**config.mk**
```make
export PLATFORM = sky130hd
export DESIGN_NAME = display_compose
export DESIGN_NICKNAME = d
export VERILOG_FILES = /design/src/source/camera_pkg.sv /design/src/source/display_compose.sv
export VERILOG_INCLUDE_DIRS = /design/src /design/src/source
export SDC_FILE = /design/constraint.sdc
export NUM_CORES = 1
export LEC_CHECK = 0
export ABC_AREA = 1
export BUFFER_PORTS_ARGS = -buffer_cell sky130_fd_sc_hd__clkbuf_2
export CELL_PAD_IN_SITES_DETAIL_PLACEMENT = 0
export CELL_PAD_IN_SITES_GLOBAL_PLACEMENT = 2
export CORE_MARGIN = 3
export CORE_UTILIZATION = 22
export DETAILED_ROUTE_END_ITERATION = 8
export GPL_ROUTABILITY_DRIVEN = 0
export GPL_TIMING_DRIVEN = 0
export PLACE_DENSITY_LB_ADDON = 0.12
export REMOVE_ABC_BUFFERS = 1
export SKIP_LAST_GASP = 1
export SYNTH_ARGS = -nofsm -noshare
export SYNTH_HDL_FRONTEND = slang
export SYNTH_SLANG_ARGS = --single-unit
```
**constraint.sdc**
```tcl
create_clock -name clk -period 4 [get_ports clk]
set_input_delay 0.8 -clock clk [delete_from_list [all_inputs] [get_ports clk]]
set_output_delay 0.8 -clock clk [all_outputs]
set_load 0.1 [all_outputs]
```
**src/source/camera_params.svh**
```systemverilog
`ifndef CAMERA_PARAMS_SVH
`define CAMERA_PARAMS_SVH

// Stored image per camera, RGB565 pixels
`define IMG_WIDTH   160
`define IMG_HEIGHT  120
`define FB_ADDR_W   15      // Enough for 19200 pixels

// 640x480 at 60 Hz, in pixels
`define H_VISIBLE   640
`define H_FRONT     16
`define H_SYNC      96
`define H_BACK      48

// Same, in lines
`define V_VISIBLE   480
`define V_FRONT     10
`define V_SYNC      2
`define V_BACK      33

`define PIX_DIV     4       // clk cycles per VGA pixel

`endif

```
**src/source/camera_pkg.sv**
```systemverilog
`include "camera_params.svh"

package camera_pkg;

    typedef struct packed {
        logic [4:0] r;
        logic [5:0] g;
        logic [4:0] b;
    } rgb565_t;                          // Camera native format

    typedef struct packed {
        logic [3:0] r;
        logic [3:0] g;
        logic [3:0] b;
    } rgb444_t;                          // VGA DAC format

    // Raw pins of one OV7670-style camera
    typedef struct packed {
        logic [7:0] data;
        logic       href;
        logic       vsync;
        logic       pclk;
    } cam_pins_t;

    typedef struct packed {
        logic                  we;
        logic [`FB_ADDR_W-1:0] addr;
        rgb565_t               data;
    } fb_write_t;                        // One buffer write

    typedef struct packed {
        logic       de;
        logic       h_sync;              // Active low
        logic       v_sync;              // Active low
        logic [9:0] x;
        logic [9:0] y;
    } screen_pos_t;

    typedef struct packed {
        logic    h_sync;
        logic    v_sync;
        logic    de;
        rgb444_t rgb;
    } vga_pixel_t;

    typedef enum logic [1:0] {
        cap_wait_frame,                  // Until vsync falls
        cap_high_byte,
        cap_low_byte
    } cap_state_t;

    typedef enum logic [1:0] {
        region_blank,
        region_cam1,                     // Lower left
        region_cam2                      // Lower right
    } region_t;

endpackage

```
**src/source/display_compose.sv**
```systemverilog
`timescale 1ns/100ps
`include "camera_params.svh"

module display_compose (
    input  logic                    clk,
    input  logic                    rst_n,
    input  logic                    pix_stb,
    input  camera_pkg::screen_pos_t pos,
    output logic [`FB_ADDR_W-1:0]   rd_addr,
    input  camera_pkg::rgb565_t     cam1_pix,
    input  camera_pkg::rgb565_t     cam2_pix,
    output camera_pkg::vga_pixel_t  vga_out,
    output logic                    vga_stb
);
    import camera_pkg::*;

    localparam logic [9:0] QUAD_W = 10'(2 * `IMG_WIDTH);   // 320, image doubled
    localparam logic [9:0] QUAD_H = 10'(2 * `IMG_HEIGHT);  // 240

    region_t               region;
    logic [9:0]            row_off;      // Lines into the lower half
    logic [9:0]            col_off;      // Pixels into the quadrant
    logic [8:0]            src_row;
    logic [8:0]            src_col;
    logic [`FB_ADDR_W-1:0] scan_addr;
    rgb565_t               src_pix;
    rgb444_t               out_rgb;

    always_comb begin
        if (!pos.de || pos.y < QUAD_H)
            region = region_blank;       // Upper half and blanking
        else if (pos.x < QUAD_W)
            region = region_cam1;
        else
            region = region_cam2;
    end

    // 2x scaling, drop the low bit of each offset
    assign row_off   = pos.y - QUAD_H;
    assign col_off   = (pos.x < QUAD_W) ? pos.x : pos.x - QUAD_W;
    assign src_row   = row_off[9:1];
    assign src_col   = col_off[9:1];
    assign scan_addr = `FB_ADDR_W'(src_row) * `FB_ADDR_W'(`IMG_WIDTH)
                     + `FB_ADDR_W'(src_col);

    assign rd_addr = (region == region_blank) ? '0 : scan_addr;  // Keep reads in range

    // Buffer data has settled by the next strobe
    always_comb begin
        case (region)
            region_cam1: src_pix = cam1_pix;
            region_cam2: src_pix = cam2_pix;
            default:     src_pix = '0;   // Black
        endcase
    end

    assign out_rgb = '{r: src_pix.r[4:1], g: src_pix.g[5:2], b: src_pix.b[4:1]};

    always_ff @(posedge clk) begin
        if (!rst_n) begin
            vga_out <= '{h_sync: 1'b1, v_sync: 1'b1, de: 1'b0, rgb: '0};
            vga_stb <= 1'b0;
        end else begin
            vga_stb <= pix_stb;          // Marks first cycle of a new vga_out
            if (pix_stb)
                vga_out <= '{h_sync: pos.h_sync, v_sync: pos.v_sync, de: pos.de,
                             rgb: out_rgb};
        end
    end

endmodule

```
---- Word level (Yosys, flattened, before mapping) ----
Index checks and enable logic that the tools add are counted.
storage, ports and cells
  flip-flop bits (word level) ............. 16
  output and inout port bits .............. 31
  word-level logic and storage cells ...... 23
  input bits .............................. 58
operators by class
  add/subtract/negate cells ............... 3
  $mul .................................... 1
  reductions and logical operators ........ 3
  eq/ne operators ......................... 2
  multiplexer cells ....................... 5
  magnitude comparators ................... 2
operators by type and width
  kind                   number
  $pmux 16 s2            1
  $add 15x9->15          1
  $mux 15                1
  $lt 10x8->1 const B    1
  $lt 10x9->1 const B    1
  $mul 9x3->10 const B   1
  $mux 10                1
  $sub 10x8->10 const B  1
  $sub 10x9->10 const B  1
  $mux 2                 2
  $eq 2x1->1 const B     1
  $eq 2x2->1 const B     1
  $logic_not 2->1        1
  $logic_not 1->1        1
  $logic_or 1x1->1       1

---- Depth between registers and ports, before layout ----
  word-level depth ........................ 5
  depth in mapped cells ................... 17

---- Least setup slack after synthesis ----
No wires, ideal clock.
  path kind ............................... input to output
  from .................................... input port pos[4] (netlist name)
  to ...................................... output port rd_addr[10]
  arrival ................................. 4468 ps
  setup slack ............................. -1268 ps
  stages on the path ...................... 12
  path buffers ............................ 0
  cell sequence ........................... ha_1 -> ha_1 -> inv_1 -> fa_1 -> inv_1 -> nand2_1 -> inv_1 -> nand2_1 -> nand2_1 -> nor2_1 -> nor2_1 -> nor3_1
on the way
  longest elaborated chain between the ends .. 5
ends and longest elaborated chain
  item                                                   line                   RTL
  from (decl)                                            display_compose.sv:8   input camera_pkg::screen_pos_t pos,
  branches (longest 4 deep; another with $add 15x9->15)  -
  $mux 15 (*)                                            display_compose.sv:46  assign rd_addr = (region == region_blank) ? '0 : scan_addr;
  to (decl)                                              display_compose.sv:9   output logic [`FB_ADDR_W-1:0] rd_addr,
Every way passes the cells marked *.

---- Final worst setup path ----
  from .................................... input port pos[16] (netlist name)
  to ...................................... output port rd_addr[13]
on the way
  longest elaborated chain between the ends .. 5
ends and longest elaborated chain
  item                                                   line
  branches (longest 4 deep; another with $add 15x9->15)  -
  $mux 15 (*)                                            display_compose.sv:46
Marked as above.

==> results.sh <==
export IMPL_clkLatencyLatePin_ns=0.25
export IMPL_yosys_area_share_simple=0.355
export IMPL_gr_total_overflow=0
export IMPL_p_leak_uw=0.00138
export IMPL_cp_startpoint="pos[16]"
export IMPL_port_buffers=78
export IMPL_cap_violations=0
export IMPL_drt_iter0_drc=48
export IMPL_grt_use_met2=0.175
export IMPL_reg2regPathDepth=2
export IMPL_avgViaCountPerCell=4.10
export IMPL_hp_class="register to register"
export IMPL_worst_r2r_startpoint="vga_out[10]"
export IMPL_grt_util_met1=0.142
export IMPL_fin_skew_ns=0
export IMPL_dp_cells=433
export IMPL_routed_wl_um=4720
export IMPL_drt_first_pass_iters=4
export IMPL_ys_ff_latch=16
export IMPL_io_pins=89
export IMPL_p_sw_frac=0.527
export IMPL_top_usage_layer="met2"
export IMPL_synth_fa_ha_area_frac=0.165
export IMPL_insertedDiodeCount=0
export IMPL_r2r_slack_ns=3.35
export IMPL_hold_violations=0
export IMPL_crit_end="rd_addr[13]"
export IMPL_cts_htree_levels=1
export IMPL_drc=0
export IMPL_synthesis_area_um2=1690
export IMPL_async_flop_share=0
export IMPL_seq_power_share=0.194
export IMPL_antenna_found_initial=0
export IMPL_critical_path_class="primary input to output pin"
export IMPL_rsz0062_at_grt="yes"
export IMPL_drive_gt1_frac=0.378
export IMPL_cts_root_buf="clkbuf_8"
export IMPL_worstSetupStartpointType="primary input"
export IMPL_relSlewSlack=0.623
export IMPL_fin_crit_sh=0.975
export IMPL_grt_max_degree=30
export IMPL_num_rows=31
export IMPL_r2r_end="vga_out[10]"
export IMPL_max_freq_ghz=0.256
export IMPL_required_ns=3.20
export IMPL_grt_pass1_vias=1754
export IMPL_syn_to_final_growth_pct=45.1
export IMPL_synth_cell_types=26
export IMPL_fillers=844
export IMPL_dp_hpwl_um=3880
export IMPL_synthFlopType="dfxtp_1"
export IMPL_status="finished clean"
export IMPL_finalWorstSetupSlack_ns=0.0983
export IMPL_route_antenna_remaining_nets=0
export IMPL_critPathCaptureType="output pin"
export IMPL_die_w_um=93.5
export IMPL_nets=429
export IMPL_syn_mean_instance_area_um2=6.41
export IMPL_initial_core_util=0.230
export IMPL_layout_commonest_cell="clkbuf_2"
export IMPL_final_cell_mix="71 x clkbuf_2, 64 x nand2_1, 43 x inv_1"
export IMPL_grt_pass1_wl_um=7630
export IMPL_final_cells=448
export IMPL_total_power_uw=902
export IMPL_avgRoutedWirePerCell_um=10.5
export IMPL_worstPathMaxFanout=3
export IMPL_slew_viol_final=0
export IMPL_synth_edf_count=0
export IMPL_setup_viol=0
export IMPL_synth_xor_area_frac=0.0408
export IMPL_ir_drop_mv=0.112
export IMPL_synth_top_family_by_area="simple AND/OR/NAND/NOR gates"
export IMPL_synth_compound_area_frac=0.107
export IMPL_cts_sinks=16
export IMPL_netlist_instances=263
export IMPL_grt_usage=0.106
export IMPL_cts_buffers_inserted=3
export IMPL_vias=1835
export IMPL_critPathArrivalTime_ns=3.10
export IMPL_p_per_area_nw_per_um2=369
export IMPL_internal_power_uw=427
export IMPL_met3_usage=0.0306
export IMPL_dieArea_um2=8750
export IMPL_cts_buffer_depth=2
export IMPL_worst_pin_slew_ns=0.566
export IMPL_power_share_clock=0.158
export IMPL_power_switching_uw=476
export IMPL_hold_ws_ns=0.469
export IMPL_pwr_share_comb=0.648
export IMPL_path_clk_slew_ns=0.06
export IMPL_yosysSeqAreaShare=0.190
export IMPL_core_area_um2=7330
export IMPL_synth_mux_area_frac=0
export IMPL_cts_tree="built"
export IMPL_yosysWarnings=0
export IMPL_period_minus_slack_ns=3.90
export IMPL_pre_cts_ws_ns=-0.440
export IMPL_fp_dieH_um=93.5
-- synth_stat cells (all sizes together) (2+ instances only) --
cell / count / area [um^2]
fa: 2 / 40.0
nor2: 35 / 164
buf: 3 / 33.8
nor3: 3 / 15.0
o211ai: 13 / 97.6
clkbuf: 4 / 15.0
o21ai: 6 / 30.0
xnor2: 2 / 17.5
dfxtp: 16 / 320
ha: 19 / 238
inv: 51 / 191
a21oi: 7 / 35.0
xor2: 5 / 51.3
nand3: 25 / 140
nand2: 67 / 259
-- cells by family after synthesis --
kind of cell | Yosys count
buffers and inverters | 58
DFF | 16
adders and majority gates | 21
AOI/OAI and AO/OA | 28
xor gates and xnor gates | 7
and+or+nand+nor | 133
-- per-layer routing --
layer | wire (um) | vias to the layer above
met5 | 0 | -
met4 | 0 | 0
met3 | 308 | 0
met2 | 2240 | 44
met1 | 2170 | 791
li1 | - | 1000
-- worst max-delay path: stages --
cell and delay (ns):
buf_8 0.10, inv_6 0.05, ha_4 0.14, nor2_4 0.04, nor2_4 0.09, xor2_1 0.16
ha_2 0.21, inv_2 0.05, fa_2 0.38, nor2_4 0.10, nor2_2 0.05, o21bai_2 0.16
nand2_2 0.09, nor2_2 0.12, nand2_1 0.07, nand2_1 0.07, nand2_1 0.04, nor2_1 0.11
clkbuf_8 0.25
-- worst min-delay path by stage --
stage	startpoint	end	slack, ns	cells after the start
global route	vga_out[14]	vga_out[14]	0.49	2
detailed placement	vga_out[14]	vga_out[14]	0.46	2
CTS	vga_out[14]	vga_out[14]	0.48	2
floorplan	rst_n	vga_out[13]	0.88	1
finish	vga_out[14]	vga_out[14]	0.47	2
global placement	vga_out[14]	vga_out[14]	0.45	2
-- power groups by stage --
| stage | clock, uW | combinational, uW | sequential (uW) |
|---|---|---|---|
| floorplan | 0 | 354 | 253 |
| global placement | 0 | 536 | 178 |
| detailed placement | 0 | 535 | 178 |
| CTS | 151 | 567 | 175 |
| global route | 159 | 639 | 176 |
| finish | 142 | 585 | 175 |
-- flip-flops by register name (all words and copies together), names as in the netlist --
name and cells:
vga_stb 1, vga_out 15
-- repair_timing --
item                       CTS  global route
hold buffers                 0             0
pin swaps                    7            17
gates resized for setup     21            24
setup buffers                4             7
setup endpoints to repair    6             6
-- stage by stage --
| stage | setup TNS, ns | instance area [um^2] | utilization |
|---|---|---|---|
| final | 0 | 2440 | 0.334 |
| after global routing | -0.0974 | 2440 | 0.334 |
| after CTS | 0 | 2320 | 0.316 |
| after detailed placement | -1.70 | 2150 | 0.293 |
| after global placement | -1.64 | 2150 | 0.293 |
| after floorplan | -5.83 | 1640 | - |
-- cell type report --
class / instances / area, um^2 / share of cell area
clock buffer: 4 / 55.1 / 0.0225
inverter: 51 / 199 / 0.0814
multi-input combinational: 189 / 1220 / 0.499
sequential: 16 / 320 / 0.131
tap: 99 / 124 / 0.0507
timing repair buffer: 89 / 527 / 0.215
(Power assumes the default switching activity.)
