## src/source/camera_params.svh

```systemverilog
`ifndef CAMERA_PARAMS_SVH
`define CAMERA_PARAMS_SVH

// Stored image per camera, RGB565 pixels
`define IMG_WIDTH   160
`define IMG_HEIGHT  120
`define FB_ADDR_W   15      // Enough for 19200 pixels

// 640x480 at 60 Hz, in pixels
`define H_VISIBLE   640
`define H_FRONT     16
`define H_SYNC      96
`define H_BACK      48

// Same, in lines
`define V_VISIBLE   480
`define V_FRONT     10
`define V_SYNC      2
`define V_BACK      33

`define PIX_DIV     4       // clk cycles per VGA pixel

`endif

```

## src/source/camera_pkg.sv

```systemverilog
`include "camera_params.svh"

package camera_pkg;

    typedef struct packed {
        logic [4:0] r;
        logic [5:0] g;
        logic [4:0] b;
    } rgb565_t;                          // Camera native format

    typedef struct packed {
        logic [3:0] r;
        logic [3:0] g;
        logic [3:0] b;
    } rgb444_t;                          // VGA DAC format

    // Raw pins of one OV7670-style camera
    typedef struct packed {
        logic [7:0] data;
        logic       href;
        logic       vsync;
        logic       pclk;
    } cam_pins_t;

    typedef struct packed {
        logic                  we;
        logic [`FB_ADDR_W-1:0] addr;
        rgb565_t               data;
    } fb_write_t;                        // One buffer write

    typedef struct packed {
        logic       de;
        logic       h_sync;              // Active low
        logic       v_sync;              // Active low
        logic [9:0] x;
        logic [9:0] y;
    } screen_pos_t;

    typedef struct packed {
        logic    h_sync;
        logic    v_sync;
        logic    de;
        rgb444_t rgb;
    } vga_pixel_t;

    typedef enum logic [1:0] {
        cap_wait_frame,                  // Until vsync falls
        cap_high_byte,
        cap_low_byte
    } cap_state_t;

    typedef enum logic [1:0] {
        region_blank,
        region_cam1,                     // Lower left
        region_cam2                      // Lower right
    } region_t;

endpackage

```

## src/source/vga_timing.sv

```systemverilog
`timescale 1ns/100ps
`include "camera_params.svh"

module vga_timing (
    input  logic                    clk,
    input  logic                    rst_n,
    output logic                    pix_stb,
    output camera_pkg::screen_pos_t pos
);

    localparam int               DIV_W    = $clog2(`PIX_DIV);
    localparam logic [DIV_W-1:0] DIV_LAST = DIV_W'(`PIX_DIV - 1);

    localparam logic [9:0] H_VIS      = 10'(`H_VISIBLE);
    localparam logic [9:0] H_SYNC_BEG = 10'(`H_VISIBLE + `H_FRONT);           // 656
    localparam logic [9:0] H_SYNC_END = 10'(`H_VISIBLE + `H_FRONT + `H_SYNC); // 752
    localparam logic [9:0] H_LAST     = 10'(`H_VISIBLE + `H_FRONT + `H_SYNC + `H_BACK - 1);
    localparam logic [9:0] V_VIS      = 10'(`V_VISIBLE);
    localparam logic [9:0] V_SYNC_BEG = 10'(`V_VISIBLE + `V_FRONT);
    localparam logic [9:0] V_SYNC_END = 10'(`V_VISIBLE + `V_FRONT + `V_SYNC);
    localparam logic [9:0] V_LAST     = 10'(`V_VISIBLE + `V_FRONT + `V_SYNC + `V_BACK - 1);

    logic [DIV_W-1:0] div_cnt;
    logic [9:0]       h_cnt;             // 0..799
    logic [9:0]       v_cnt;             // 0..524
    logic             h_sync_d;
    logic             v_sync_d;
    logic             de_d;

    // 25 MHz pixel enable from clk
    always_ff @(posedge clk) begin
        if (!rst_n) begin
            div_cnt <= '0;
            pix_stb <= 1'b0;
        end else begin
            div_cnt <= (div_cnt == DIV_LAST) ? '0 : div_cnt + 1'b1;
            pix_stb <= (div_cnt == DIV_LAST);
        end
    end

    assign h_sync_d = !(h_cnt >= H_SYNC_BEG && h_cnt < H_SYNC_END);
    assign v_sync_d = !(v_cnt >= V_SYNC_BEG && v_cnt < V_SYNC_END);
    assign de_d     = (h_cnt < H_VIS) && (v_cnt < V_VIS);

    always_ff @(posedge clk) begin
        if (!rst_n) begin
            h_cnt <= '0;
            v_cnt <= '0;
            pos   <= '{de: 1'b0, h_sync: 1'b1, v_sync: 1'b1, x: '0, y: '0};
        end else if (pix_stb) begin
            pos <= '{de: de_d, h_sync: h_sync_d, v_sync: v_sync_d, x: h_cnt, y: v_cnt};
            if (h_cnt == H_LAST) begin
                h_cnt <= '0;
                v_cnt <= (v_cnt == V_LAST) ? '0 : v_cnt + 1'b1;  // Frame wrap
            end else begin
                h_cnt <= h_cnt + 1'b1;
            end
        end
    end

endmodule

```

## config.mk

```make
export PLATFORM = sky130hd
export DESIGN_NAME = vga_timing
export DESIGN_NICKNAME = d
export VERILOG_FILES = /design/src/source/camera_pkg.sv /design/src/source/vga_timing.sv
export VERILOG_INCLUDE_DIRS = /design/src /design/src/source
export SDC_FILE = /design/constraint.sdc
export NUM_CORES = 1
export LEC_CHECK = 0
export BUFFER_PORTS_ARGS = -buffer_cell sky130_fd_sc_hd__buf_2
export CAP_MARGIN = 20
export CORE_MARGIN = 3
export CORE_UTILIZATION = 56
export CTS_CLUSTER_SIZE = 28
export DETAILED_ROUTE_END_ITERATION = 16
export GPL_TIMING_DRIVEN = 0
export PLACE_DENSITY_LB_ADDON = 0.15
export SLEW_MARGIN = 10
export SYNTH_ARGS = -nofsm -noshare
export SYNTH_HDL_FRONTEND = slang
export SYNTH_SLANG_ARGS = --single-unit
export TNS_END_PERCENT = 100
```

## constraint.sdc

```tcl
create_clock -name clk -period 2.6 [get_ports clk]
set_clock_uncertainty 0.1 [all_clocks]
set_input_delay 0.13 -clock clk [delete_from_list [all_inputs] [get_ports clk]]
set_output_delay 0.13 -clock clk [all_outputs]
set_load 0.03 [all_outputs]
```

---- Word-level counts from Yosys, hierarchy flattened ----
Cells that the tools add are included.
word-level totals
  flip-flop bits (word level) ............. 46
  bits in latches ......................... 0
  bits in writable memories ............... 0
  bits in read-only memories .............. 0
  input bits .............................. 2
  word-level logic and storage cells ...... 31
  memories ................................ 0
cells by class
  $add $sub $neg .......................... 3
  multipliers ............................. 0
  divide/modulo/power cells ............... 0
  order comparisons ....................... 6
  equality and inequality tests ........... 3
  shift operators ......................... 0
  multiplexer cells ....................... 2
  bitwise operators ....................... 1
  reductions and logical operators ........ 7
operators with widths
  cell                     count
  $add A10 B1 Y10 const B  2
  $eq A10 B10 Y1 const B   2
  $lt A10 B10 Y1 const B   2
  $lt A10 B9 Y1 const B    2
  $mux W10                 2
  $ge A10 B10 Y1 const B   1
  $ge A10 B9 Y1 const B    1
  $logic_and A1 B1 Y1      3
  $add A2 B1 Y2 const B    1
  $eq A2 B2 Y1 const B     1
  $logic_not A1 Y1         2
  $reduce_and A2 Y1        1
  $reduce_or A2 Y1         1
  $not A1 Y1               1

---- Longest topological paths before layout ----
  depth after elaboration ................. 3
  depth in mapped cells ................... 6

---- Worst setup path before layout ----
No wires, ideal clock.
  kind .................................... register -> register
  start point ............................. register pix_stb
  end point ............................... register v_cnt[8]
  data arrival time ....................... 1.705 ns
  required time ........................... 2.433 ns
  setup slack ............................. 0.729 ns
  cell stages (with the launch flop) ...... 6
  cell sequence ........................... dfxtp_1 and3_1 nand4_2 buf_2 or4_4 a21oi_2
between the ends
  longest elaborated chain between the ends .. 1
RTL lines
  what                         line              text
  from (decl)                  vga_timing.sv:7   output logic pix_stb,
  from (signal assigned)       vga_timing.sv:37  pix_stb <= (div_cnt == DIV_LAST);
  $reduce_and A2 Y1 (no line)  -
  to (signal assigned)         vga_timing.sv:54  v_cnt <= (v_cnt == V_LAST) ? '0 : v_cnt + 1'b1;
  to (decl)                    vga_timing.sv:25  logic [9:0] v_cnt;
No other way between the ends.
A chain may end at the register's enable or synchronous reset.

---- Worst setup path after layout ----
  start point ............................. register h_cnt[1]
  end point ............................... register v_cnt[3]
between the ends
  longest elaborated chain between the ends .. 2
RTL lines
  what                         line              text
  from (decl)                  vga_timing.sv:24  logic [9:0] h_cnt;
  from (signal assigned)       vga_timing.sv:56  h_cnt <= h_cnt + 1'b1;
  $eq A10 B10 Y1               vga_timing.sv:52  if (h_cnt == H_LAST) begin
  $reduce_and A2 Y1 (no line)  -
No other way between the ends.

==> summary.txt <==
GRT
  – Initial antenna violation count: 0
  – Largest net degree at the start of global routing: 15
  – First-pass GRT wire length: approximately 6600 um
  – GRT overflow: 0
  – GRT Util Overall: roughly 20%
  – Vias in the first global route: around 1400

Placement
  – IO Port Bufs: 25
  – Post-detail-place hpwl: between 2000 and 3000 um
  – Cell area after placement: between 2000 and 2500 um^2
  – Global placement routability congestion: 0.829
  – Placement-stage worst setup slack: between 0.5 and 0.6 ns
  – Placed insts: 281

Logic synthesis
  – Syn_nets: between 200 and 250
  – Synth Area in Simple Gates: 25.6%
  – Ys Warns: 0
  – FFs w/ async S/R, synth: 0%
  – Yosys top cell by area: dfxtp_1
  – Yosys cell types: 39
  – Post-Syn Area: just over 2000 um^2
  – Post-synth EDFFs: 0
  – Top-area cell type share of the netlist area: between 40% and 50%
  – Synth area leaders: dfxtp_1 45%, mux2i_1 10%, nor2b_1 6.7%, ha_1 3.7%, xnor2_1 3.0%
  – Syn_area_per_cell: approximately 9.7 um^2
  – Synth Area in Compound Gates: 8.27%
  – Adder-cell share of the synthesized area: about 3.7%
  – Proportion of synthesized area in mux cells: about a tenth
  – Largest family of logic cells by synthesized area: simple AND/OR/NAND/NOR gates
  – Seq/Total Area, Yosys: 45.1%
  – Synthesized instance count: between 200 and 250
  – #FFs+latches synth: between 40 and 50
  – XOR/XNOR Fraction of Synth Area: roughly 3.4%
  – Top FF cell, synth: dfxtp_1

Floorplan
  – Starting density of the core: 59.8%
  – Die ar.: between 4000 and 5000 um^2
  – Die X: about 66 um
  – Top-Level Pins: 26
  – Placeable Area: roughly 3400 um^2
  – Rows: 21
  – Die height: between 60 and 70 um

Layout
  – Fraction of layout cells with a size suffix above 1: between 15 and 20%
  – Final Instance Area: 2310 um^2
  – Reg area: ~920 um^2
  – Antenna Cells: 0
  – Nets: about 250
  – Area Growth Syn to Fin: 13.1%
  – Fill cells: 318
  – Cell Count, Final, Fillers Out: 290
  – Multi-input gate area: about 1000 um^2

Pwr
  – Peak supply drop: 0.000360 V
  – Overall Power: between 1000 and 1500 uW
  – Leakage power: about 0.00085 uW
  – Ratio of total power to cell area: a little under 500 nW/um^2

STA
  – Sum Neg Setup Slack: 0 ns
  – Relative slew slack: 49.4%
  – Worst-margin pin slew: between 0.7 and 0.8 ns
  – Min Tclk post-route: approximately 2.1 ns
  – Pins over their slew limit: 0
  – Fin crit share: 80.2%
  – Fmax: around 0.48 GHz
  – Worst Setup Slack, final: slightly above 0.5 ns
  – Final setup vio count: 0
  – Final Hold Vio Count: 0
  – RSZ-0062 raised after global routing: false

Clock network
  – Postcts setup bufs: 0
  – Clk buf depth: 2
  – CTS tree: yes
  – Clock sink count: 46
  – Clk slew on worst S/H paths: roughly 0.13 ns
  – H-tree Lvls: 2
  – Latest clock arrival within the worst-skew pair: approximately 0.37 ns
  – Cts bufs inserted: 5
  – Hold_buf cts: 1
  – Root Buffer: clkbuf_4
  – Post-CTS Resized: 0

Worst setup path
  – CP startpoint kind: register
  – Worst setup endpoint: v_cnt[3]
  – R2R Setup Slk: ~0.52 ns
  – Worst R2R Start: h_cnt[1]
  – Critical path arrival: between 2 and 2.5 ns
  – Crit path from: h_cnt[1]
  – R2r endpoint: v_cnt[3]
  – Largest fanout on the critical path: 7
  – Worst Reg-to-Reg Cells: 5
  – CP endpoint kind: register
  – CP Data Required Time: 2.72 ns
  – CP Class: reg -> reg

Hold path
  – HP Class: reg -> reg

Detailed routing
  – Detailed-route wire length per cell: 12.9 um
  – Via count: 1525
  – 1st-iter DRT viols: 88
  – DRT Wirelength: 3740 um
  – Post-detailed-route count of antenna-violating nets: 0
  – Total iterations of the first detailed-routing run: 4
  – DRC: 0
  – Vias per inst: 5.26

Status
  – Status: finished clean

Flow run
  – Max-Cap Viols: 0
[report_power, final]
group          internal (uW)  switching (uW)  leakage, uW
clock network            160             226    0.0000415
registers                711            3.13     0.000371
logic                   19.9            26.1     0.000436
total                    891             255     0.000849
[synth_stat cells (all sizes together) (2+ instances only)]
library cell,number
nand2,13
or4,3
a21oi,7
nor3,4
and4,2
nor2b,22
ha,6
nor2,7
clkbuf,5
nand3,6
and3,3
buf,5
or3,7
xnor2,7
a21boi,3
mux2i,21
o21a,2
dfxtp,46
nor4b,3
nor3b,2
and2,7
inv,7
o21ai,9
nand4,5
[worst max-delay path, stage by stage (launching register included)]
cell	delay, ns
dfxtp_1	0.41
ha_1	0.22
and3_1	0.23
nand4_2	0.15
o41ai_2	0.75
a21oi_1	0.08
[placed cells by master, fill, tap and decap left out, types with 2 or more instances in the layout]
master    Yosys  final
ha_1          6      6
a21oi_1       6      6
clkbuf_8      0      2
nor4b_1       2      2
buf_2         3     28
clkbuf_4      0      5
nand3_1       6      6
and2_1        7      7
nor2b_1      22     22
nor3b_1       2      2
xnor2_1       7      7
inv_1         7      7
and3_1        3      3
or3_1         7      7
nand2_1      13     13
dfxtp_1      46     46
o21ai_0       9      9
a21boi_0      2      2
o21a_1        2      2
nor3_1        4      4
nand4_1       4      4
clkbuf_1      5      5
nor2_1        7      7
mux2i_1      21     21
and4_1        2      2
or4_1         2      2
[metrics by stage]
step / hold slack [ns] / utilization, %
final: 0.336 / 67.6
after global routing: 0.361 / 67.6
after CTS: 0.342 / 67.6
after detailed placement: 0.323 / 65.1
after global placement: 0.324 / 65.1
after floorplan: 0.183 / -
[flip-flops by register name, summed over array words and instances (netlist names)]
register / cells
pos: 23
pix_stb: 1
div_cnt: 2
h_cnt: 10
v_cnt: 10
[per-layer routing]
metal	up-vias	GRT usage, %	share of wire, %
li1	793	-	-
met1	688	27.1	52
met2	37	28.4	41
met3	7	4.25	5.4
met4	0	12.4	1.9
met5	-	0	0
[kinds of logic after synthesis]
logic type | after synthesis
and+or+nand+nor | 86
AOI/OAI and AO/OA | 26
DFF | 46
adders and majority gates | 6
buffers and inverters | 17
muxes | 21
xor gates and xnor gates | 8
[how the worst min path moves through the flow]
stage | from | end | slack [ns] | cells after the start
CTS | div_cnt[0] | div_cnt[0] | 0.34 | 1
detailed placement | div_cnt[0] | div_cnt[0] | 0.32 | 1
global route | div_cnt[0] | div_cnt[0] | 0.36 | 1
finish | div_cnt[0] | div_cnt[0] | 0.34 | 1
floorplan | rst_n | v_cnt[0] | 0.18 | 1
global placement | div_cnt[0] | div_cnt[0] | 0.32 | 1
[final cells by class]
type | instances | area share [%]
Buffer | 10 | 2.11
Clock buffer | 7 | 2.82
Inverter | 7 | 1.14
Clock inverter | 1 | 0.379
Sequential cell | 46 | 39.9
Timing Repair Buffer | 26 | 5.85
Tap cell | 46 | 2.49
Multi-Input combinational cell | 147 | 45.3
Power figures use the tool's default switching activity.
