File: config.mk
export PLATFORM = sky130hd
export DESIGN_NAME = ov7670_capture
export DESIGN_NICKNAME = d
export VERILOG_FILES = /design/src/source/camera_pkg.sv /design/src/source/ov7670_capture.sv
export VERILOG_INCLUDE_DIRS = /design/src /design/src/source
export SDC_FILE = /design/constraint.sdc
export NUM_CORES = 1
export LEC_CHECK = 0
export ABC_AREA = 1
export BUFFER_PORTS_ARGS = -buffer_cell sky130_fd_sc_hd__buf_2
export CAP_MARGIN = 20
export CORE_UTILIZATION = 55
export CTS_CLUSTER_SIZE = 24
export DETAILED_ROUTE_END_ITERATION = 6
export PLACE_DENSITY = 0.78
export SLEW_MARGIN = 20
export SYNTH_ARGS = -nofsm -noshare
export SYNTH_HDL_FRONTEND = slang
export SYNTH_SLANG_ARGS = --single-unit
File: constraint.sdc
create_clock -name clk -period 3.1 [get_ports clk]
set_clock_uncertainty 0.1 [all_clocks]
set_input_delay 0.155 -clock clk [delete_from_list [all_inputs] [get_ports clk]]
set_output_delay 0.155 -clock clk [all_outputs]
set_load 0.02 [all_outputs]
File: src/source/camera_params.svh
`ifndef CAMERA_PARAMS_SVH
`define CAMERA_PARAMS_SVH

// Stored image per camera, RGB565 pixels
`define IMG_WIDTH   160
`define IMG_HEIGHT  120
`define FB_ADDR_W   15      // Enough for 19200 pixels

// 640x480 at 60 Hz, in pixels
`define H_VISIBLE   640
`define H_FRONT     16
`define H_SYNC      96
`define H_BACK      48

// Same, in lines
`define V_VISIBLE   480
`define V_FRONT     10
`define V_SYNC      2
`define V_BACK      33

`define PIX_DIV     4       // clk cycles per VGA pixel

`endif

File: src/source/camera_pkg.sv
`include "camera_params.svh"

package camera_pkg;

    typedef struct packed {
        logic [4:0] r;
        logic [5:0] g;
        logic [4:0] b;
    } rgb565_t;                          // Camera native format

    typedef struct packed {
        logic [3:0] r;
        logic [3:0] g;
        logic [3:0] b;
    } rgb444_t;                          // VGA DAC format

    // Raw pins of one OV7670-style camera
    typedef struct packed {
        logic [7:0] data;
        logic       href;
        logic       vsync;
        logic       pclk;
    } cam_pins_t;

    typedef struct packed {
        logic                  we;
        logic [`FB_ADDR_W-1:0] addr;
        rgb565_t               data;
    } fb_write_t;                        // One buffer write

    typedef struct packed {
        logic       de;
        logic       h_sync;              // Active low
        logic       v_sync;              // Active low
        logic [9:0] x;
        logic [9:0] y;
    } screen_pos_t;

    typedef struct packed {
        logic    h_sync;
        logic    v_sync;
        logic    de;
        rgb444_t rgb;
    } vga_pixel_t;

    typedef enum logic [1:0] {
        cap_wait_frame,                  // Until vsync falls
        cap_high_byte,
        cap_low_byte
    } cap_state_t;

    typedef enum logic [1:0] {
        region_blank,
        region_cam1,                     // Lower left
        region_cam2                      // Lower right
    } region_t;

endpackage

File: src/source/ov7670_capture.sv
`timescale 1ns/100ps
`include "camera_params.svh"

module ov7670_capture (
    input  logic                  clk,
    input  logic                  rst_n,
    input  camera_pkg::cam_pins_t cam,
    output camera_pkg::fb_write_t fb_wr
);
    import camera_pkg::*;

    localparam logic [`FB_ADDR_W-1:0] PIX_COUNT = `FB_ADDR_W'(`IMG_WIDTH * `IMG_HEIGHT);

    cam_pins_t             cam_meta;     // First sync stage
    cam_pins_t             cam_sync;     // Second stage, data rides along for alignment
    logic                  pclk_prev;
    logic                  vsync_prev;
    logic                  pclk_rise;    // Registered rising edge of camera pclk
    cap_state_t            state;
    logic [7:0]            high_byte;    // First half of the pixel
    logic [`FB_ADDR_W-1:0] wr_addr;      // Next free slot
    logic                  out_we;
    logic [`FB_ADDR_W-1:0] out_addr;
    rgb565_t               out_data;

    // Two-flop synchronizer and edge register
    always_ff @(posedge clk) begin
        if (!rst_n) begin
            cam_meta   <= '0;
            cam_sync   <= '0;
            pclk_prev  <= 1'b0;
            vsync_prev <= 1'b0;
            pclk_rise  <= 1'b0;
        end else begin
            cam_meta   <= cam;
            cam_sync   <= cam_meta;
            pclk_prev  <= cam_sync.pclk;
            vsync_prev <= cam_sync.vsync;
            pclk_rise  <= cam_sync.pclk & ~pclk_prev;
        end
    end

    always_ff @(posedge clk) begin
        if (!rst_n) begin
            state   <= cap_wait_frame;
            wr_addr <= '0;
            out_we  <= 1'b0;
        end else begin
            out_we <= 1'b0;                          // One clk per pixel
            if (cam_sync.vsync) begin
                state   <= cap_wait_frame;           // New frame on the way
                wr_addr <= '0;
            end else if (state == cap_wait_frame) begin
                if (vsync_prev)                      // vsync just fell
                    state <= cap_high_byte;
            end else if (pclk_rise) begin
                if (!cam_sync.href) begin
                    state <= cap_high_byte;          // Line gap resets byte pairing
                end else if (state == cap_high_byte) begin
                    state <= cap_low_byte;
                end else begin
                    state <= cap_high_byte;
                    if (wr_addr < PIX_COUNT) begin   // Surplus pixels dropped
                        out_we  <= 1'b1;
                        wr_addr <= wr_addr + 1'b1;
                    end
                end
            end
        end
    end

    // Byte pairing, RGB565 arrives high byte first
    always_ff @(posedge clk) begin
        if (pclk_rise && cam_sync.href && state == cap_high_byte)
            high_byte <= cam_sync.data;
        if (pclk_rise && cam_sync.href && state == cap_low_byte) begin
            out_addr <= wr_addr;
            out_data <= {high_byte, cam_sync.data};
        end
    end

    assign fb_wr = '{we: out_we, addr: out_addr, data: out_data};

endmodule

# == After elaboration in Yosys (flattened, before gate mapping) ==
# Index checks and enable logic that the tools add are counted.
# totals
reg_bits,82
inputBits,13
output_inout_bits,32
word_cells,46
# classes
add_sub_neg,1
order_cmp,1
eq_ne,3
mux,6
bitwise,7
n_reduce_logical,9
# ops
operator,n
"adder 15 x 1 -> 15 bit, second input constant",1
"less-than comparator 15 bit, second input constant",1
two-way mux 2 bit,5
inverter 1 bit,6
OR reduction 6 bit,1
AND reduction 5 bit,1
logical AND 1 bit,3
"equality test 2 x 1 -> 1 bit, second input constant",1
"equality test 2 bit, second input constant",1
logical NOT 2 bit,1
"!= test 2 bit, second input constant",1
AND reduction 2 bit,1
nonzero test 2 bit,1
OR reduction 2 bit,1
AND 1 bit,1
two-way mux 1 bit,1

# == Depth between registers and ports, before layout ==
# Gate-level depths: netlist of the first run.
# depth
ltp_word,5
ltp_mapped,9
mapped_depth_nobuf,9

# == Worst setup path before layout of the first run ==
# No wires, ideal clock.
# synth_path
kind,reg2reg
from,reg pclk_rise
to,"reg out_data (netlist bit fb_wr[0]), enable pin"
setup_time_ns,0.419
t_arrival_ns,1.853
t_required_ns,2.581
path_slack_ns,0.728
stages_incl_launch_ff,5
path_buffers,0
period_less_slack_ns,2.372
cell_sequence,dfxtp_1 > nand2_1 > inv_1 > nand2_1 > nor2_1
# synth_via
elab_chain_cells,2
# synth_lines
element,line,source
from (decl),ov7670_capture.sv:18,logic pclk_rise;
from (signal assigned),ov7670_capture.sv:39,pclk_rise <= cam_sync.pclk & ~pclk_prev;
logical AND 1 bit (2 in series),ov7670_capture.sv:76,if (pclk_rise && cam_sync.href && state == cap_low_byte) begin
to (signal assigned),ov7670_capture.sv:78,"out_data <= {high_byte, cam_sync.data};"
to (decl),ov7670_capture.sv:24,rgb565_t out_data;
# No other way between the ends.
# A chain may end at the register's enable or synchronous reset.

# == Final worst setup path of the first run ==
# layout_path
from,reg pclk_rise
to,"reg out_data (netlist bit fb_wr[5]), enable pin"
# The elaborated chain is that of the path after synthesis.

==> results of run 1 <==
[power breakdown]
part           total, µW  internal [µW]  leakage [µW]  switching (µW)
combinational       43.2           21.1      0.000739            22.0
sequential          1150           1140      0.000715            5.59
clock                886            507      0.000117             380
total               2070           1670       0.00157             407
[metal layers]
| layer | routed length (µm) | GRT usage (%) | vias up | part of all wire, % |
|---|---|---|---|---|
| li1 | - | - | 976 | - |
| met1 | 2110 | 22.6 | 865 | 44 |
| met2 | 2400 | 31.1 | 49 | 50 |
| met3 | 216 | 5.42 | 11 | 4.5 |
| met4 | 88 | 10.1 | 0 | 1.8 |
| met5 | 0 | 0 | - | 0 |
[synth_stat cells (all sizes together)]
cell and instances:
ha 1, edfxtp 39, nor3 2, buf 4, xor2 2, nor2 23
xnor2 2, nand3b 4, o21ai 2, clkbuf 2, nand3 10, dfxtp 43
nand2 77, a21oi 11, and2 1, inv 43, nand4 5
[worst max-delay path, delay by kind of cell (launching register included)]
kind | cells | cell delay (ps)
buffers and inverters | 2 | 470
flip-flops | 1 | 340
AND/OR/NAND/NOR | 3 | 840
[sequential cells by signal (all words and copies together), names as in the netlist, 2 cells and up]
name	cells
fb_wr	16
state	2
cam_meta	11
cam_sync	11
high_byte	8
out_addr	15
wr_addr	15
[kinds of logic (layout without fill, tap and decap cells)]
logic type / Yosys count / count (layout)
compound gates: 13 / 13
fa+ha+maj: 1 / 1
xor+xnor: 4 / 4
simple gates: 122 / 122
flops: 82 / 82
buf+inv: 49 / 115
[worst max-delay path by stage]
stage / endpoint / slack [ps] / startpoint
2_1_floorplan: fb_wr[0] / 730 / pclk_rise
3_3_place_gp: fb_wr[1] / 1190 / pclk_rise
3_5_place_dp: fb_wr[2] / 1090 / pclk_rise
4_1_cts: fb_wr[5] / 1050 / pclk_rise
5_1_grt: fb_wr[0] / 950 / pclk_rise
6_report: fb_wr[5] / 1040 / pclk_rise
[metrics by stage]
| stage | total power (µW) | std cells | utilization (%) | hold WS (ps) | area, µm² |
|---|---|---|---|---|---|
| 2_1_floorplan | 1190 | 271 | - | 153 | 2900 |
| 3_3_place_gp | 1200 | 380 | 62.6 | 234 | 3180 |
| 3_5_place_dp | 1200 | 380 | 62.6 | 238 | 3180 |
| 4_1_cts | 2080 | 407 | 69.5 | 101 | 3530 |
| 5_1_grt | 2120 | 407 | 69.5 | 120 | 3530 |
| 6_report | 2070 | 407 | 69.5 | 100 | 3530 |
[final cells by class]
cell class	count	area, µm²
Clock buffer	11	153
Clock inverter	5	83.8
Fill cell	375	1550
Inverter	43	161
Multi-Input combinational cell	140	671
Sequential cell	82	2030
Tap cell	70	87.6
Timing Repair Buffer	56	338
==> flow_summary_export.csv, run 1 <==
group,metric,value,unit
status,status,"finished, final reports clean",
worst_setup_path,cp-end-kind,"flop",
worst_setup_path,critical_path_class,"flop to flop",
clocking,cts_setup_buffers,0,
clocking,clock_latency,350,ps
floorplanning,dieArea,5560,µm²
worst_setup_path,arrival,2000,ps
synthesis,synth_top_area_share,40.4,%
placed_design,detailed_place_hpwl,2.99,mm
clocking,cts_num_sinks,82,
routing,viasPerCell,4.67,
layout,syn2layout_area_growth,21.7,%
synthesis,ys_seq_elements,82,
grt,grt_max_degree,26,
routing,final_antenna_net_count,0,
power_and_ir_drop,peakVddDrop,0.403,mV
worst_setup_path,rrSetupSlack,1040,ps
floorplanning,start_util,57.1,%
routing,wirelength,4.82,mm
layout,drive_gt1_share,21.4,%
routing,wl_per_cell,11.8,µm
clocking,clock_path_buffers,2,
placed_design,portBuffers,44,
worst_setup_path,crit_path_max_incr_delay,640,ps
grt,grt_use_total,18.9,%
min_path,min_path_cells,3,
grt,grt_overflow,0,
grt,antenna_found_initial,0,
clocking,cts_buffers,9,
clocking,cts_root_buf,"clkbuf_8",
timing,slew-limit-headroom,44.7,%
timing,maxSlewViolCount,0,
timing,rsz0062_at_grt,"false",
synthesis,synth_top_family_by_area,"simple AND/OR/NAND/NOR gates",
synthesis,synth_cell_type_count,24,
min_path,hold_class,"input pin to flop",
timing,fin_crit,2060,ps
worst_setup_path,timing.rr.start,"pclk_rise",
routing,firstDrtPassIters,4,
worst_setup_path,crit_chain,"nand2_1, inv_1, nand2_1, nor2_2, buf_4",
synthesis,ys_seq_area_share,70.1,%
synthesis,synth.area.mux_share,0,%
min_path,min_to,"cam_meta[5]",
synthesis,mappedNetlistArea,2900,µm²
floorplanning,die_x,74.6,µm
worst_setup_path,path_max_fanout,16,
clocking,htreeDepth,3,
timing,tightest_slew,829,ps
clocking,path_clk_slew,80,ps
power_and_ir_drop,leakagePower,0.00157,µW
floorplanning,num_io_pins,45,
clocking,cts_resized,0,
layout,layout_common_cells,"76 x nand2_1, 44 x buf_2, 43 x dfxtp_1",
floorplanning,row_count,26,
worst_setup_path,crit_slowest_cell,"nor2_2",
timing,timing.final.ws_setup,1040,ps
worst_setup_path,crit_top_cell,"nand2_1",
routing,drt_iter0_markers,145,
synthesis,yosysTopAreaCell,"edfxtp_1",
clocking,cts_tree,"done",
placed_design,place.gp.congestion,0.812,
min_path,hp-start,"rst_n",
layout,fin_nets,346,
synthesis,synth-xor-area-share,1.21,%
routing,num_vias,1901,
worst_setup_path,start_kind,"flop",
floorplanning,core_area,5070,µm²
synthesis,synth-compound-area-share,2.25,%
routing,drcViolationCount,0,
layout,final_common_cell,"nand2_1",
synthesis,synthAdderAreaFrac,0.432,%
synthesis,ys_warn_count,0,
synthesis,syn_avg_cell_area,10.7,µm²
worst_setup_path,rr_endpoint,"fb_wr[5]",
timing,finalCritPeriodShare,66.5,%
floorplanning,dieHeight,74.6,µm
timing,finalHoldViolCount,0,
synthesis,yosys-top-cells-area,"edfxtp_1 40%, dfxtp_1 30%, nand2_1 9.8%, inv_1 5.4%, nor2_1 2.3%",
placed_design,dp_slack,1090,ps
synthesis,syn_nets,285,
timing,max_freq,485,MHz
worst_setup_path,required,3040,ps
timing,tns,0,ps
timing,setup_viol,0,
layout,diodes,0,
worst_setup_path,worstRegToRegCells,5,
synthesis,yosys.area_share.simple,19.2,%
grt,grt_pass1_wl,7.50,mm
clocking,holdBufCountCts,11,
flow_run,maxCapViolCount,0,
synthesis,syn_inst,271,
grt,grt_pass1_vias,1713,
power_and_ir_drop,power.density,588,nW/µm²
Power figures use the tool's default switching activity.
==> run 2: changes to the inputs <==
- ABC_AREA: 1 -> 0
- CORE_UTILIZATION: 55 -> 54
- PLACE_DENSITY: 0.78 -> 0.77
- clock period: 3.1 -> 2.05 ns (I/O delays scaled with it)
==> run 2 against run 1 <==
Sequential power rose by 50%. Global-route usage fell by 1.4 points. Register-to-register slack got worse by 750 ps. Worst hold slack got worse by 30 ps. Clock power rose by 68%. Area after synthesis fell by 5.7%. Combinational power rose by 38%. Final area fell by 3.8%. Critical path type unchanged. Largest cell class unchanged.
==> flow_summary_export.csv, run 2 <==
group,metric,value,unit
status,status,"finished, final reports clean",
clocking,cts_num_sinks,82,
clocking,cts_root_buf,"clkbuf_8",
clocking,clock_path_buffers,2,
floorplanning,start_util,57.1,%
grt,antenna_found_initial,0,
grt,grt_use_total,17.5,%
layout,final_common_cell,"buf_2",
worst_setup_path,cp-end-kind,"flop",
synthesis,yosysMostFrequentCell,"dfxtp_1",
synthesis,syn_inst,191,
routing,drt_iter0_markers,86,
timing,tightest_slew,625,ps
flow_run,maxCapViolCount,0,
layout,utilization,70.9,%
grt,grt_pass1_wl,6.61,mm
synthesis,synthFlopType,"dfxtp_1",
synthesis,synth-edff-count,39,
floorplanning,dieArea,5350,µm²
layout,diodes,0,
synthesis,ys_seq_elements,82,
synthesis,synth_cell_type_count,36,
placed_design,portBuffers,44,
timing,slew-limit-headroom,58.1,%
worst_setup_path,path_max_fanout,27,
layout,syn2layout_area_growth,24.1,%
layout,layout_common_cells,"44 x buf_2, 43 x dfxtp_1, 39 x edfxtp_1",
timing,setup_viol,0,
min_path,hp-start,"rst_n",
grt,grt_pass1_vias,1447,
worst_setup_path,required,2220,ps
timing,finalHoldViolCount,0,
routing,firstDrtPassIters,4,
min_path,min_to,"cam_meta[0]",
synthesis,synth_common_cells,"43 x dfxtp_1, 39 x edfxtp_1, 25 x and2_1",
min_path,min_path_cells,2,
synthesis,syn_avg_cell_area,14.3,µm²
timing,fin_crit,1760,ps
clocking,cts_resized,0,
worst_setup_path,timing.rr.start,"wr_addr[9]",
floorplanning,dieHeight,73.2,µm
worst_setup_path,critical_path_class,"flop to flop",
clocking,clock_latency,350,ps
clocking,cts_tree,"done",
clocking,cts_setup_buffers,0,
layout,largest_reg_flops,16,
routing,num_vias,1615,
synthesis,ys_warn_count,0,
worst_setup_path,rr_endpoint,"wr_addr[13]",
timing,max_freq,570,MHz
timing,tns,0,ps
routing,viasPerCell,4.97,
synthesis,synth_top_area_share,42.8,%
clocking,path_clk_slew,80,ps
synthesis,mappedNetlistArea,2730,µm²
routing,wl_per_cell,12.8,µm
grt,grt_max_degree,28,
timing,finalCritPeriodShare,85.6,%
synthesis,yosysTopAreaCell,"edfxtp_1",
power_and_ir_drop,leakagePower,0.00128,µW
clocking,cts_buffers,9,
synthesis,ys_seq_area_share,74.3,%
placed_design,place.gp.congestion,0.806,
grt,grt_overflow,0,
floorplanning,num_io_pins,45,
min_path,hold_class,"input pin to flop",
routing,drcViolationCount,0,
floorplanning,core_area,4790,µm²
worst_setup_path,crit_path_start,"wr_addr[9]",
worst_setup_path,start_kind,"flop",
routing,wirelength,4.17,mm
layout,drive_gt1_share,26.7,%
timing,rsz0062_at_grt,"false",
worst_setup_path,arrival,1930,ps
worst_setup_path,rrSetupSlack,290,ps
synthesis,yosys-top-cells-area,"edfxtp_1 43%, dfxtp_1 31%, and2_1 5.7%, a21oi_1 1.6%, or3_1 1.6%",
synthesis,async_reset_ff_share,0,%
layout,fin_nets,267,
placed_design,detailed_place_hpwl,2.57,mm
power_and_ir_drop,power.density,967,nW/µm²
worst_setup_path,worstRegToRegCells,4,
synthesis,syn_nets,205,
power_and_ir_drop,peakVddDrop,0.743,mV
clocking,holdBufCountCts,11,
routing,final_antenna_net_count,0,
floorplanning,die_x,73.2,µm
timing,maxSlewViolCount,0,
layout,fillCellCount,324,
clocking,htreeDepth,3,
floorplanning,row_count,25,
## run 2: changes by cell type after synthesis, sizes merged, moves of 4 or more
| cell | previous run | this run |
|---|---|---|
| nor2 | 23 | 4 |
| o21ai | 2 | 8 |
| or4 | 0 | 4 |
| inv | 43 | 2 |
| or3 | 0 | 7 |
| o211ai | 0 | 4 |
| nand3b | 4 | 0 |
| nand3 | 10 | 5 |
| nand2 | 77 | 8 |
| and2 | 1 | 25 |
## run 2: per-layer routing
metal | up-vias | wire, µm | global-route usage, %
met2 | 51 | 1970 | 27.2
met4 | 0 | 97 | 10.0
met1 | 742 | 1880 | 21.0
li1 | 813 | - | -
met3 | 9 | 218 | 6.49
met5 | - | 0 | 0
## run 2: worst max-delay path: stages, from the launching register on
cell	delay, ps
dfxtp_1	380
a21oi_2	230
o211ai_4	250
or4_1	580
a21oi_1	150
## run 2: per-stage QoR
stage / instances / power (µW) / cell area (µm²) / setup slack (ps) / hold WS [ps]
floorplan: 191 / 1790 / 2740 / 126 / 124
global placement: 298 / 1810 / 3020 / 420 / 209
detailed placement: 298 / 1810 / 3020 / 344 / 211
CTS: 325 / 3300 / 3390 / 315 / 65.1
global route: 325 / 3380 / 3390 / 223 / 96.0
finish: 325 / 3280 / 3390 / 295 / 70.0
## run 2: area by class of cell
class / count / area, µm² / share of cell area, %
Clock buffer: 9 / 124 / 3.65
Clock inverter: 7 / 140 / 4.13
Inverter: 2 / 7.51 / 0.221
Multi-Input combinational cell: 100 / 652 / 19.2
Sequential cell: 82 / 2030 / 59.9
Tap cell: 67 / 83.8 / 2.47
Timing Repair Buffer: 58 / 353 / 10.4
## run 2: worst max-delay path by stage
stage | end | slack (ps) | depth (start not counted)
after floorplan | fb_wr[0] | 130 | 2
after global placement | wr_addr[13] | 420 | 4
after detailed placement | wr_addr[13] | 340 | 4
after CTS | wr_addr[13] | 320 | 4
after global routing | wr_addr[13] | 220 | 4
final | wr_addr[13] | 290 | 4
## run 2: kinds of logic after synthesis
| logic type | Yosys count | synth area share (%) |
|---|---|---|
| AOI/OAI and AO/OA | 27 | 6.86 |
| buffers and inverters | 9 | 1.92 |
| DFF | 82 | 74.3 |
| muxes | 1 | 0.366 |
| xor gates and xnor gates | 1 | 0.320 |
| adders and majority gates | 1 | 0.458 |
| and+or+nand+nor | 70 | 15.7 |
## run 2: where the power goes
| part | switching (µW) | internal (µW) | total (µW) |
|---|---|---|---|
| clock network | 557 | 932 | 1490 |
| registers | 8.05 | 1720 | 1730 |
| logic | 24.1 | 35.3 | 59.4 |
| total | 589 | 2690 | 3280 |
==> run 3: changes to the inputs <==
- CORE_UTILIZATION: 54 -> 57
- CTS_BUF_LIST: not set -> sky130_fd_sc_hd__clkbuf_4 sky130_fd_sc_hd__clkbuf_8
- PLACE_DENSITY: 0.77 -> 0.81
==> run 3 against run 2 <==
The run now ends with design-rule violations left. Total power decreased by 5.9%. Utilization increased by 3.8 points. Sequential power about the same. Sequential cell count unchanged. Sequential share of layout area increased by 0.94 points. Count of clock-buffer cells in the layout unchanged. Wire length decreased by 2.7%. Setup slack improved by 59 ps. Global-route usage decreased by 0.54 points. Die area decreased by 5.1%. First-iteration DRC count increased by 29%. Critical endpoint unchanged.
==> flow_summary_export.csv, run 3 (synthesis results as in run 2) <==
group,metric,value,unit
worst_setup_path,rrSetupSlack,350,ps
timing,rsz0062_at_grt,"false",
worst_setup_path,rr_endpoint,"wr_addr[13]",
power_and_ir_drop,seqPwrFrac,56.1,%
worst_setup_path,timing.rr.start,"state[1]",
worst_setup_path,arrival,1860,ps
layout,drive_gt1_share,27.1,%
floorplanning,dieHeight,71.3,µm
grt,grt_use_met2,27.9,%
worst_setup_path,cp-end-kind,"flop",
routing,num_vias,1633,
worst_setup_path,crit_chain,"and3_4, o211ai_4, or4_1, a21oi_1",
placed_design,portBuffers,44,
timing,tightest_slew,626,ps
timing,maxSlewViolCount,0,
timing,fin_crit,1700,ps
layout,final_common_cell,"buf_2",
floorplanning,row_count,24,
timing,timing.final.ws_setup,354,ps
routing,drcViolationCount,5,
power_and_ir_drop,leakagePower,0.00127,µW
routing,drt_iter0_markers,111,
worst_setup_path,path_max_fanout,27,
layout,fin_nets,267,
timing,setup_viol,0,
placed_design,detailed_place_hpwl,2.62,mm
layout,fillCellCount,269,
clocking,clock_path_buffers,2,
layout,diodes,0,
timing,slew-limit-headroom,58.0,%
routing,wirelength,4.05,mm
worst_setup_path,worstRegToRegCells,4,
flow_run,maxCapViolCount,0,
worst_setup_path,start_kind,"flop",
power_and_ir_drop,p_switching,614,µW
grt,antenna_found_initial,0,
power_and_ir_drop,swShare,19.9,%
layout,syn2layout_area_growth,22.2,%
grt,grt_pass1_vias,1459,
grt,grt_overflow,0,
worst_setup_path,required,2210,ps
min_path,hp-start,"rst_n",
clocking,path_clk_slew,80,ps
layout,layout_common_cells,"44 x buf_2, 43 x dfxtp_1, 39 x edfxtp_1",
floorplanning,start_util,61.1,%
routing,final_antenna_net_count,0,
status,status,"finished, violations left",
routing,viasPerCell,5.27,
layout,largest_reg_flops,16,
floorplanning,dieArea,5080,µm²
power_and_ir_drop,p_clk_share,42.0,%
layout,utilization,74.6,%
grt,met3_usage,4.08,%
min_path,min_path_cells,2,
floorplanning,num_io_pins,45,
power_and_ir_drop,comb_power_share,1.9,%
clocking,cts_buffers,9,
clocking,cts_num_sinks,82,
routing,wl_per_cell,13.1,µm
timing,finalCritPeriodShare,82.7,%
layout,final-seq-area,2030,µm²
clocking,cts_root_buf,"clkbuf_8",
worst_setup_path,crit_path_max_incr_delay,560,ps
worst_setup_path,critical_path_class,"flop to flop",
grt,grt_max_degree,28,
status,violations,"design-rule violations",
grt,grt_use_total,17.0,%
timing,max_freq,590,MHz
layout,multi_input_area,652,µm²
timing,whs,87.4,ps
grt,gr-usage-met1,20.3,%
floorplanning,die_x,71.3,µm
power_and_ir_drop,p_int,2470,µW
routing,firstDrtPassIters,6,
clocking,htreeDepth,3,
power_and_ir_drop,peakVddDrop,0.551,mV
grt,grt_pass1_wl,6.39,mm
grt,top_usage_layer,"met2",
placed_design,place.gp.congestion,0.820,
placed_design,dp_slack,373,ps
power_and_ir_drop,power.density,924,nW/µm²
timing,finalHoldViolCount,0,
clocking,cts_resized,0,
floorplanning,core_area,4470,µm²
clocking,cts_tree,"done",
worst_setup_path,crit_slowest_cell,"or4_1",
clocking,clock_latency,330,ps
min_path,hold_class,"input pin to flop",
min_path,min_to,"cam_meta[10]",
timing,tns,0,ps
[run 3: per-stage QoR]
step / std cells / total power (µW) / cell area (µm²)
after floorplan: 191 / 1790 / 2740
after global placement: 283 / 1810 / 3000
after detailed placement: 283 / 1810 / 3000
after CTS: 310 / 3110 / 3340
after global routing: 310 / 3180 / 3340
final: 310 / 3080 / 3340
[run 3: timing repair]
item | in CTS | in global routing
setup endpoints to repair | 0 | 0
hold buffers | 11 | 0
buffers inserted | 0 | 0
endpoints found under the hold margin | 11 | 0
[run 3: cell type report]
cell class / count / area share [%]
clock buffer: 9 / 3.71
tap: 52 / 1.95
sequential: 82 / 60.8
clock inverter: 7 / 3.18
multi-input combinational: 100 / 19.5
inverter: 2 / 0.225
timing repair buffer: 58 / 10.6
[run 3: worst max-delay path by stage]
stage | to | startpoint | depth (start not counted) | slack, ps
final | wr_addr[13] | state[1] | 4 | 350
after global routing | wr_addr[13] | state[1] | 4 | 250
after CTS | wr_addr[13] | state[1] | 4 | 340
after detailed placement | wr_addr[13] | state[1] | 4 | 370
after global placement | wr_addr[13] | wr_addr[9] | 4 | 430
after floorplan | fb_wr[0] | state[1] | 2 | 130
[run 3: metal layers]
layer / vias to the layer above / wire length [µm]
li1: 817 / -
met2: 45 / 2040
met3: 10 / 171
met1: 761 / 1730
met5: - / 0
met4: 0 / 106
[run 3: worst max-delay path: cells and delay by family (launching register included)]
family             cells  cell delay, ps
AOI/OAI and AO/OA      2             370
and+or+nand+nor        2             790
DFF                    1             380
[run 3: power groups by stage]
stage	Sequential [µW]	Clock [µW]	Combinational (µW)
detailed placement	1770	0	43.1
floorplan	1770	0	24.5
CTS	1730	1320	59.1
finish	1730	1290	59.5
global route	1730	1380	64.9
global placement	1770	0	42.0
